$ cat src/hw/spi_bridge_cfg.svh
`ifndef SPI_BRIDGE_CFG_SVH
`define SPI_BRIDGE_CFG_SVH

// Frame opcodes, first byte after chip select falls
`define SB_OP_WRITE 8'h02
`define SB_OP_READ  8'h03

// Flops per bus pin before edge detection
`define SB_SYNC_STAGES 2

`define SB_MEM_DEPTH 256  // Register memory size in bytes

`endif

$ cat src/hw/spi_bridge_pkg.sv
// Types shared by the SPI register bridge blocks
package spi_bridge_pkg;

    typedef logic [7:0] byte_t;  // One SPI or memory data byte
    typedef logic [7:0] addr_t;  // Register memory address

    // Bus inputs as seen after the synchronizer
    typedef struct packed {
        logic cs_n;  // Chip select, active low
        logic sck;   // Serial clock
        logic sd;    // Serial data from controller
    } spi_pins_t;

    // One memory request from the decoder
    typedef struct packed {
        logic  we;     // High for a write
        addr_t addr;
        byte_t wdata;
    } mem_req_t;

    typedef enum logic [1:0] {
        ST_OPCODE,  // Waiting for first byte
        ST_ADDR,    // Waiting for start address
        ST_DATA,    // Data bytes
        ST_IGNORE   // Unknown opcode, rest of frame dropped
    } cmd_state_e;

endpackage

$ cat src/hw/spi_shift.sv
`timescale 1ns/100ps

`include "spi_bridge_cfg.svh"

// SPI Mode 0 byte shifter running on the system clock
// SCK and SDI are oversampled and acted on at detected edges
module spi_shift
    import spi_bridge_pkg::*;
(
    input  logic      spi_cs_ni,  // System clock
    input  logic      spi_sck_i,  // Async active low reset
    input  spi_pins_t pins_i,     // Raw bus pins
    input  byte_t     tx_byte_i,  // Byte to send next
    output byte_t     rx_byte_o,  // Last complete byte received
    output logic      strobe_o,   // One clock pulse with rx_byte_o
    output logic      frame_o,    // Synchronized chip select active
    output logic      sd_o        // Serial data to controller
);
    localparam spi_pins_t PINS_IDLE = '{cs_n: 1'b1, sck: 1'b0, sd: 1'b0};

    spi_pins_t  sync_q [`SB_SYNC_STAGES];  // Synchronizer chain
    spi_pins_t  pins_s;                    // Output of last stage
    logic       sck_q;        // Previous synced SCK
    logic       sd_q;         // SDI aligned with edge flags
    logic       rise_q;       // Detected SCK rise
    logic       fall_q;       // Detected SCK fall
    logic       sck_edge;     // Either SCK edge detected
    logic       frame_d;
    logic       frame_q;
    logic       frame_start;  // Chip select just went low
    logic [2:0] bit_cnt_q;    // Bits received in current byte
    byte_t      rx_shift_q;
    byte_t      rx_next;
    byte_t      tx_shift_q;   // Remaining bits to send

    assign pins_s      = sync_q[`SB_SYNC_STAGES-1];
    assign frame_d     = ~pins_s.cs_n;
    assign frame_start = frame_d & ~frame_q;
    assign rx_next     = {rx_shift_q[6:0], sd_q};  // MSB first
    assign frame_o     = frame_q;
    assign sck_edge    = rise_q | fall_q;

    // Pin synchronizer
    always_ff @(posedge spi_cs_ni or negedge spi_sck_i) begin
        if (!spi_sck_i) begin
            for (int i = 0; i < `SB_SYNC_STAGES; i++) begin
                sync_q[i] <= PINS_IDLE;
            end
        end else begin
            sync_q[0] <= pins_i;
            for (int i = 1; i < `SB_SYNC_STAGES; i++) begin
                sync_q[i] <= sync_q[i-1];
            end
        end
    end

    // Edge detection one clock behind the synchronizer
    always_ff @(posedge spi_cs_ni or negedge spi_sck_i) begin
        if (!spi_sck_i) begin
            sck_q   <= 1'b0;
            sd_q    <= 1'b0;
            rise_q  <= 1'b0;
            fall_q  <= 1'b0;
            frame_q <= 1'b0;
        end else begin
            sck_q   <= pins_s.sck;
            sd_q    <= pins_s.sd;               // Stable around the rise
            rise_q  <= pins_s.sck & ~sck_q;
            fall_q  <= ~pins_s.sck & sck_q;
            frame_q <= frame_d;
        end
    end

    // Bit counter and byte strobe
    always_ff @(posedge spi_cs_ni or negedge spi_sck_i) begin
        if (!spi_sck_i) begin
            bit_cnt_q <= '0;
            strobe_o  <= 1'b0;
        end else if (!frame_q) begin
            bit_cnt_q <= '0;                    // CS high drops a partial byte
            strobe_o  <= 1'b0;
        end else begin
            strobe_o <= rise_q & frame_d & (bit_cnt_q == 3'd7);  // LSB just in
            if (rise_q) begin
                bit_cnt_q <= bit_cnt_q + 3'd1;  // Wraps to 0 after the LSB
            end
        end
    end

    // Receive shift register
    always_ff @(posedge spi_cs_ni) begin
        if (frame_q && rise_q) begin
            rx_shift_q <= rx_next;
            if (bit_cnt_q == 3'd7) begin
                rx_byte_o <= rx_next;
            end
        end
    end

    // Transmit side shifts SDO after each SCK fall
    always_ff @(posedge spi_cs_ni or negedge spi_sck_i) begin
        if (!spi_sck_i) begin
            tx_shift_q <= '0;
            sd_o       <= 1'b0;
        end else if (frame_start) begin
            sd_o       <= tx_byte_i[7];            // MSB before first rise
            tx_shift_q <= {tx_byte_i[6:0], 1'b0};
        end else if (!frame_q) begin
            sd_o <= 1'b0;
        end else if (fall_q) begin
            if (bit_cnt_q == 3'd0) begin
                // Fall after a strobe starts the next byte
                sd_o       <= tx_byte_i[7];
                tx_shift_q <= {tx_byte_i[6:0], 1'b0};
            end else begin
                sd_o       <= tx_shift_q[7];
                tx_shift_q <= {tx_shift_q[6:0], 1'b0};
            end
        end
    end

    // Each SCK half period lasts at least six clocks
    assert property (@(posedge spi_cs_ni) disable iff (!spi_sck_i)
        sck_edge |-> !($past(sck_edge, 1) || $past(sck_edge, 2) || $past(sck_edge, 3)
                       || $past(sck_edge, 4) || $past(sck_edge, 5)));

endmodule

$ cat src/hw/spi_cmd_fsm.sv
`timescale 1ns/100ps

`include "spi_bridge_cfg.svh"

// Frame decoder for the opcode, start address and data bytes
module spi_cmd_fsm
    import spi_bridge_pkg::*;
(
    input  logic     spi_cs_ni,  // System clock
    input  logic     spi_sck_i,  // Async active low reset
    input  byte_t    rx_byte_i,  // Byte from shifter
    input  logic     strobe_i,   // rx_byte_i valid
    input  logic     frame_i,    // Chip select active
    output mem_req_t mem_req_o,  // Request to register memory
    input  byte_t    rdata_i,    // Read data one clock after request
    output byte_t    tx_byte_o   // Next byte for the shifter
);
    cmd_state_e state_q;
    addr_t      addr_q;     // Address of next data byte
    logic       wr_mode_q;  // Current frame is a write

    // Memory data only in the data phase of a read frame
    // Opcode and address bytes go out as zero
    assign tx_byte_o = (state_q == ST_DATA && !wr_mode_q) ? rdata_i : 8'h00;

    always_ff @(posedge spi_cs_ni or negedge spi_sck_i) begin
        if (!spi_sck_i) begin
            state_q   <= ST_OPCODE;
            addr_q    <= '0;
            wr_mode_q <= 1'b0;
            mem_req_o <= '0;
        end else begin
            mem_req_o.we <= 1'b0;  // Write is a one clock pulse
            if (!frame_i) begin
                state_q <= ST_OPCODE;  // CS high ends or aborts frame
            end else if (strobe_i) begin
                unique case (state_q)
                    ST_OPCODE: begin
                        if (rx_byte_i == `SB_OP_WRITE) begin
                            wr_mode_q <= 1'b1;
                            state_q   <= ST_ADDR;
                        end else if (rx_byte_i == `SB_OP_READ) begin
                            wr_mode_q <= 1'b0;
                            state_q   <= ST_ADDR;
                        end else begin
                            state_q <= ST_IGNORE;
                        end
                    end
                    ST_ADDR: begin
                        state_q <= ST_DATA;
                        if (wr_mode_q) begin
                            addr_q <= rx_byte_i;
                        end else begin
                            // Prefetch first read byte
                            mem_req_o.addr <= rx_byte_i;
                            addr_q         <= rx_byte_i + 8'd1;
                        end
                    end
                    ST_DATA: begin
                        mem_req_o.addr <= addr_q;
                        addr_q         <= addr_q + 8'd1;  // Wraps 255 to 0
                        if (wr_mode_q) begin
                            mem_req_o.we    <= 1'b1;
                            mem_req_o.wdata <= rx_byte_i;
                        end
                        // For reads the new address fetches the following byte
                    end
                    ST_IGNORE: begin
                        state_q <= ST_IGNORE;  // Until CS rises
                    end
                endcase
            end
        end
    end

    // Strobes come far enough apart for the two clock read prefetch
    assert property (@(posedge spi_cs_ni) disable iff (!spi_sck_i)
        strobe_i |-> !($past(strobe_i, 1) || $past(strobe_i, 2)));

endmodule

$ cat src/hw/reg_ram.sv
`timescale 1ns/100ps

`include "spi_bridge_cfg.svh"

// Register memory, one port
// Synchronous write, registered read
module reg_ram
    import spi_bridge_pkg::*;
(
    input  logic     spi_cs_ni,  // System clock
    input  mem_req_t mem_req_i,  // Write enable, address, write data
    output byte_t    rdata_o     // Read data, one clock after address
);
    byte_t mem_q [`SB_MEM_DEPTH];

    // A read happens on every clock without a write
    // Read data holds while the decoder holds the address
    always_ff @(posedge spi_cs_ni) begin
        if (mem_req_i.we) begin
            mem_q[mem_req_i.addr] <= mem_req_i.wdata;  // Lands on the request edge
        end else begin
            rdata_o <= mem_q[mem_req_i.addr];
        end
    end

endmodule

$ cat src/hw/spi_bridge_top.sv
`timescale 1ns/100ps

// SPI Mode 0 peripheral with a 256 byte register memory
module spi_bridge_top
    import spi_bridge_pkg::*;
(
    input  logic spi_cs_ni,  // System clock
    input  logic spi_sck_i,  // Async reset, active low
    input  logic bus_cs_ni,  // SPI chip select
    input  logic bus_sck_i,  // SPI clock
    input  logic bus_sd_i,   // SPI data in
    output logic bus_sd_o    // SPI data out
);
    spi_pins_t pins;       // Raw bus pins
    byte_t     rx_byte;
    logic      strobe;
    logic      frame;
    byte_t     tx_byte;
    mem_req_t  mem_req;
    byte_t     rdata;

    assign pins = '{cs_n: bus_cs_ni, sck: bus_sck_i, sd: bus_sd_i};

    spi_shift shift0 (
        .spi_cs_ni (spi_cs_ni),
        .spi_sck_i (spi_sck_i),
        .pins_i    (pins),
        .tx_byte_i (tx_byte),
        .rx_byte_o (rx_byte),
        .strobe_o  (strobe),
        .frame_o   (frame),
        .sd_o      (bus_sd_o)
    );

    spi_cmd_fsm cmd0 (
        .spi_cs_ni (spi_cs_ni),
        .spi_sck_i (spi_sck_i),
        .rx_byte_i (rx_byte),
        .strobe_i  (strobe),
        .frame_i   (frame),
        .mem_req_o (mem_req),
        .rdata_i   (rdata),
        .tx_byte_o (tx_byte)
    );

    reg_ram ram0 (
        .spi_cs_ni (spi_cs_ni),
        .mem_req_i (mem_req),
        .rdata_o   (rdata)
    );

endmodule

$ cat config.mk
export PLATFORM = sky130hd
export DESIGN_NAME = spi_bridge_top
export DESIGN_NICKNAME = d
export VERILOG_FILES = /design/src/hw/spi_bridge_pkg.sv /design/src/hw/spi_shift.sv /design/src/hw/spi_cmd_fsm.sv /design/src/hw/reg_ram.sv /design/src/hw/spi_bridge_top.sv
export VERILOG_INCLUDE_DIRS = /design/src /design/src/hw
export SDC_FILE = /design/constraint.sdc
export NUM_CORES = 2
export LEC_CHECK = 0
export ABC_CLOCK_PERIOD_IN_PS = 4400
export BUFFER_PORTS_ARGS = -buffer_cell sky130_fd_sc_hd__buf_2
export CAP_MARGIN = 10
export CORE_MARGIN = 1
export CORE_UTILIZATION = 40
export CTS_CLUSTER_DIAMETER = 120
export DETAILED_ROUTE_END_ITERATION = 10
export PLACE_DENSITY = 0.54
export SYNTH_ARGS = -nofsm -noshare
export SYNTH_HDL_FRONTEND = slang
export SYNTH_SLANG_ARGS = --single-unit
export TNS_END_PERCENT = 50
$ cat constraint.sdc
create_clock -name spi_cs_ni -period 4.4 [get_ports spi_cs_ni]
set_input_delay 0.22 -clock spi_cs_ni [delete_from_list [all_inputs] [get_ports spi_cs_ni]]
set_output_delay 0.22 -clock spi_cs_ni [all_outputs]
set_load 0.005 [all_outputs]
# [Yosys cells after proc, flatten, opt, wreduce, memory -nomap -nowiden]
# Memories as Yosys holds them, arrays and structs flattened. A register that Yosys moved wholly into a read port is not among the register bits.
# Index checks and enable logic that the tools add are counted.
[op_classes] addsub=3 n_eq_ne=11 muxes=31 bitwise_logic=9 n_reduce_logical=17
[op_table] op="$mux W8" n=9
[op_table] op="$mux W17" n=2
[op_table] op="$pmux W8 S2" n=2
[op_table] op="$add A8 B1 Y8 const B" n=2
[op_table] op="$eq A8 B2 Y1 const B" n=2
[op_table] op="$reduce_and A4 Y1" n=3
[op_table] op="$mux W1" n=11
[op_table] op="$mux W2" n=4
[op_table] op="$reduce_bool A2 Y1" n=4
[op_table] op="$mux W3" n=2
[op_table] op="$pmux W2 S3" n=1
[op_table] op="$reduce_and A2 Y1" n=3
[op_table] op="$and A1 B1 Y1" n=5
[op_table] op="$eq A2 B2 Y1 const B" n=2
[op_table] op="$ne A2 B1 Y1 const B" n=2
[op_table] op="$ne A4 B1 Y1 const B" n=1
[op_table] op="$not A1 Y1" n=4
[op_table] op="$add A3 B1 Y3 const B" n=1
[op_table] op="$eq A3 B3 Y1 const B" n=1
[op_table] op="$logic_not A3 Y1" n=1
[op_table] op="$ne A3 B2 Y1 const B" n=1
[op_table] op="$reduce_and A3 Y1" n=1
[op_table] op="$eq A2 B1 Y1 const B" n=1
[op_table] op="$logic_and A1 B1 Y1" n=2
[op_table] op="3 further kinds" n=4
[word_totals] regBits=67 ramBits=2048 in_bits=5 output_inout_bits=1 elab_cells=95 n_memories=1
[mem_list] memory="ram0.mem_q" depth=256 word_bits=8 rd=1 rd_ports_with_merged_regs=1 write_ports=1 line="reg_ram.sv:14" source="byte_t mem_q [`SB_MEM_DEPTH];"

# [Longest topological paths before layout]
[depth] ltp_word=7 depth_mapped=9 mapped_depth_nobuf=7

# [By module]
# From an unflattened synthesis, not the netlist that was laid out.
[hier_totals] cells_unflattened=3822 hier_area_um2=81554.5
[by_module_without_submodules] mod="reg_ram" n_inst=1 cells_each=3545 area_per_inst_um2=78534.1
[by_module_without_submodules] mod="spi_cmd_fsm" n_inst=1 cells_each=179 area_per_inst_um2=1620.3
[by_module_without_submodules] mod="spi_shift" n_inst=1 cells_each=98 area_per_inst_um2=1400.1

# [Worst setup path before layout]
# No wires, ideal clock.
[synth_path] kind="register -> register" from="register cmd0.mem_req_o[0] (netlist bit)" to="memory ram0.mem_q[0][0] (netlist bit), data pin" arrival_time_ns=3.183 required_time_ns=3.596 path_slack_ns=0.413 stages_incl_launch_ff=1 path_buffers=0 synth_period_minus_slack_ns=3.987 cell_sequence="dfrtp_1"
[synth_lines] item="start: declaration" line="spi_cmd_fsm.sv:14" source="output mem_req_t mem_req_o,"
[synth_lines] item="end: declaration" line="reg_ram.sv:14"
# Straight into the memory's write port.

==> metrics.yaml <==
synth.net_count: 3829
die_area_um2: 205000
drive_gt1_share_pct: 27.5
synth-main-ff-cell: "edfxtp_1"
fmax_mhz: 247
totalWireLength_mm: 205
crit_fanout: 40
hold_path_class: "in2async"
clkTransAtPathRegs_ns: 0.06
area_growth_pct: 15.3
antenna_found_initial: 5
clockRootBuffer: "clkbuf_16"
cp.required_ns: 4.94
leakagePower_nw: 23.8
wl_per_cell_um: 29.2
layout.cells.non_filler: 7005
ios: 6
clock_latency_ns: 0.85
synth-edff-count: 2071
fp.dieW_um: 453
finalNetCount: 4173
yosys_register_bits: 2122
critical-path-top-delay-family: "compound AO/OA/AOI/OAI gates"
outcome: "finished clean"
peakVddDrop_mv: 0.377
cp_slowest_cell: "o41ai_1"
synth_cell_types: 40
crit_top_cell: "buf_4"
cts.htree.levels: 4
final_area_um2: 93900
synthTopCellsByCount: "edfxtp_1 (2071), mux4_2 (512), a22oi_1 (256)"
worstSetupStartpointType: "register"
skew_ns: 0.0217
crit_arrival_ns: 4.60
dp_slack_ns: 0.336
endpoint_kind: "register"
drv_cap: 0
rsz0062_at_grt: "false"
grt_start_max_net_pins: 153
finalHoldViolCount: 0
path_class: "reg2reg"
dr.pass1.iters: 5
grt_overflow_total: 0
drc: 0
period_needed_ns: 4.06
path_buf_inv: 3
async_flop_share_pct: 2.40
place.gp.congestion: 0.796
worstMarginPinSlew_ns: 1.25
fin_setup_tns_ns: 0
hold_buffers: 6
drtIter0Drc: 4286
cts.sinks: 2122
finalMaxSlewViolations: 0
p_per_area_nw_per_um2: 422
post_cts.repair.setup_buffers: 0
cts_buffer_depth: 3
yosysTopAreaCellShare_pct: 76.4
postSynthAreaPerCell_um2: 21.3
viasPerCell: 5.66
cts_tree: "done"
synth_largest_area_cell: "edfxtp_1"
finalWorstSetupSlack_ns: 0.343
hpwl_mm: 124
ys_seq_area_share_pct: 77.9
ys.warnings.count: 0
grt_usage_pct: 19.9
core_um2: 202000
crit_chain: "buf_12 > buf_4 > mux4_2 > a22oi_1 > a21oi_1 > o41ai_1 > buf_4 > nand4_1"
grt_first_pass_wirelength_mm: 293
grt_pass1_vias: 40297
finalSetupViolCount: 0
place_inst: 6605
fillers: 16722
start_util_pct: 40.3
yosys-top-cells-area: "edfxtp_1 (76%), mux4_2 (14%), a22oi_1 (2.4%)"
max-slew-margin-rel_pct: 16.4
via_count: 39662
port-buffer-count: 5
row_count: 165
fin_crit_sh_pct: 92.2
yosysMostFrequentCell: "edfxtp_1"
cts_made_buffers: 217
place_area_um2: 87000
syn-cell-area_um2: 81400
die_h_um: 453
drtAntennaViolNets: 0
max_stage_delay_ns: 0.88
syn-instance-count: 3814
cts_resized: 0
-- sequential cells by signal (all words and copies together), names as in the netlist --
register	count
ram0.mem_q	2048
cmd0.mem_req_o	17
cmd0.addr_q	8
ram0.rdata_o	8
shift0.rx_byte_o	8
shift0.rx_shift_q	7
shift0.tx_shift_q	7
shift0.bit_cnt_q	3
shift0.pins_s	3
shift0.sync_q	3
cmd0.state_q	2
cmd0.wr_mode_q	1
shift0.fall_q	1
shift0.frame_o	1
shift0.rise_q	1
shift0.sck_q	1
shift0.sd_o	1
shift0.sd_q	1
shift0.strobe_o	1
-- worst min-delay path, cell delays in order --
cell and delay (ns):
dlygate4sd3_1 0.53, buf_2 0.10, buf_4 0.55
-- metal layers --
| metal | vias up | routed length, um | part of all wire, % | global-route usage [%] |
|---|---|---|---|---|
| met5 | - | 27 | 0.013 | 0 |
| met4 | 4 | 5620 | 2.7 | 6.02 |
| met3 | 284 | 14200 | 7.0 | 4.13 |
| li1 | 16726 | - | - | - |
| met1 | 21345 | 88600 | 43 | 28.5 |
| met2 | 1303 | 96100 | 47 | 30.8 |
-- through the flow --
step | util, % | total power, mW | hold WS, ns
after global routing | 46.5 | 40.7 | 0.121
after floorplan | - | 22.3 | -0.0756
after detailed placement | 43.1 | 22.3 | 0.328
after CTS | 46.5 | 40.0 | 0.0564
final | 46.5 | 39.6 | 0.0699
after global placement | 43.1 | 22.3 | 0.328
-- cell usage in the layout (no fill, tap or decap), drive strengths merged, types with 5 or more instances in the layout --
cell type | synthesis | routed
nand4 | 10 | 10
inv | 8 | 19
nor2b | 14 | 14
clkinv | 1 | 90
mux4 | 512 | 512
buf | 89 | 361
o21ai | 20 | 20
ha | 10 | 10
a21oi | 150 | 150
dlygate4sd3 | 0 | 6
xnor2 | 5 | 5
nand2b | 10 | 10
o41ai | 32 | 32
nand3 | 27 | 27
nor2 | 252 | 252
nor3 | 28 | 28
bufinv | 0 | 15
nand2 | 66 | 66
mux2i | 10 | 10
and2 | 6 | 6
and3 | 12 | 12
clkbuf | 153 | 277
dfrtp | 49 | 49
edfxtp | 2071 | 2071
a22oi | 256 | 256
-- final cells by class --
cell class / instances / area (um^2) / share of cell area (%)
clock buffer: 277 / 5690 / 6.05
tap: 2672 / 3340 / 3.56
sequential: 2122 / 63500 / 67.6
multi-input combinational: 1441 / 16900 / 18.0
timing repair buffer: 367 / 3310 / 3.52
clock inverter: 116 / 1130 / 1.20
inverter: 9 / 33.8 / 0.0360
antenna: 1 / 2.50 / 0.00266
-- report_power, final --
part | total, mW | leakage (nW) | internal (mW) | switching, mW
Combinational | 0.0388 | 5.54 | 0.0121 | 0.0267
Sequential | 21.9 | 15.0 | 21.8 | 0.00971
Clock | 17.7 | 3.33 | 10.0 | 7.71
Total | 39.6 | 23.8 | 31.9 | 7.75
-- path summary, 6_finish.rpt --
path | from | end | slack [ns] | depth (start not counted)
max | cmd0.mem_req_o[8] | ram0.rdata_o[7] | 0.34 | 8
min | spi_sck_i | cmd0.state_q[0] | 0.07 | 3
max reg2reg | cmd0.mem_req_o[8] | ram0.rdata_o[7] | 0.34 | 8
min reg2reg | shift0.sync_q[3] | shift0.pins_s[0] | 0.35 | 0
max in group asynchronous | spi_sck_i | cmd0.mem_req_o[9] | 3.77 | 3
min in group spi_cs_ni | bus_sck_i | shift0.sync_q[4] | 0.14 | 2
-- cells by family (layout without fill, tap and decap cells) --
kind of cell               Yosys count  in the layout  synth area share [%]
other                                0              1                     0
buffers and inverters              251            769                  1.41
adders and majority gates           10             10                 0.154
muxes                              523            523                  14.3
AOI/OAI and AO/OA                  470            470                  3.85
DFF                               2122           2122                  77.9
and+or+nand+nor                    430            430                  2.25
xor gates and xnor gates             8              8                0.0861
Note: power is estimated with default switching activity, not from simulation.
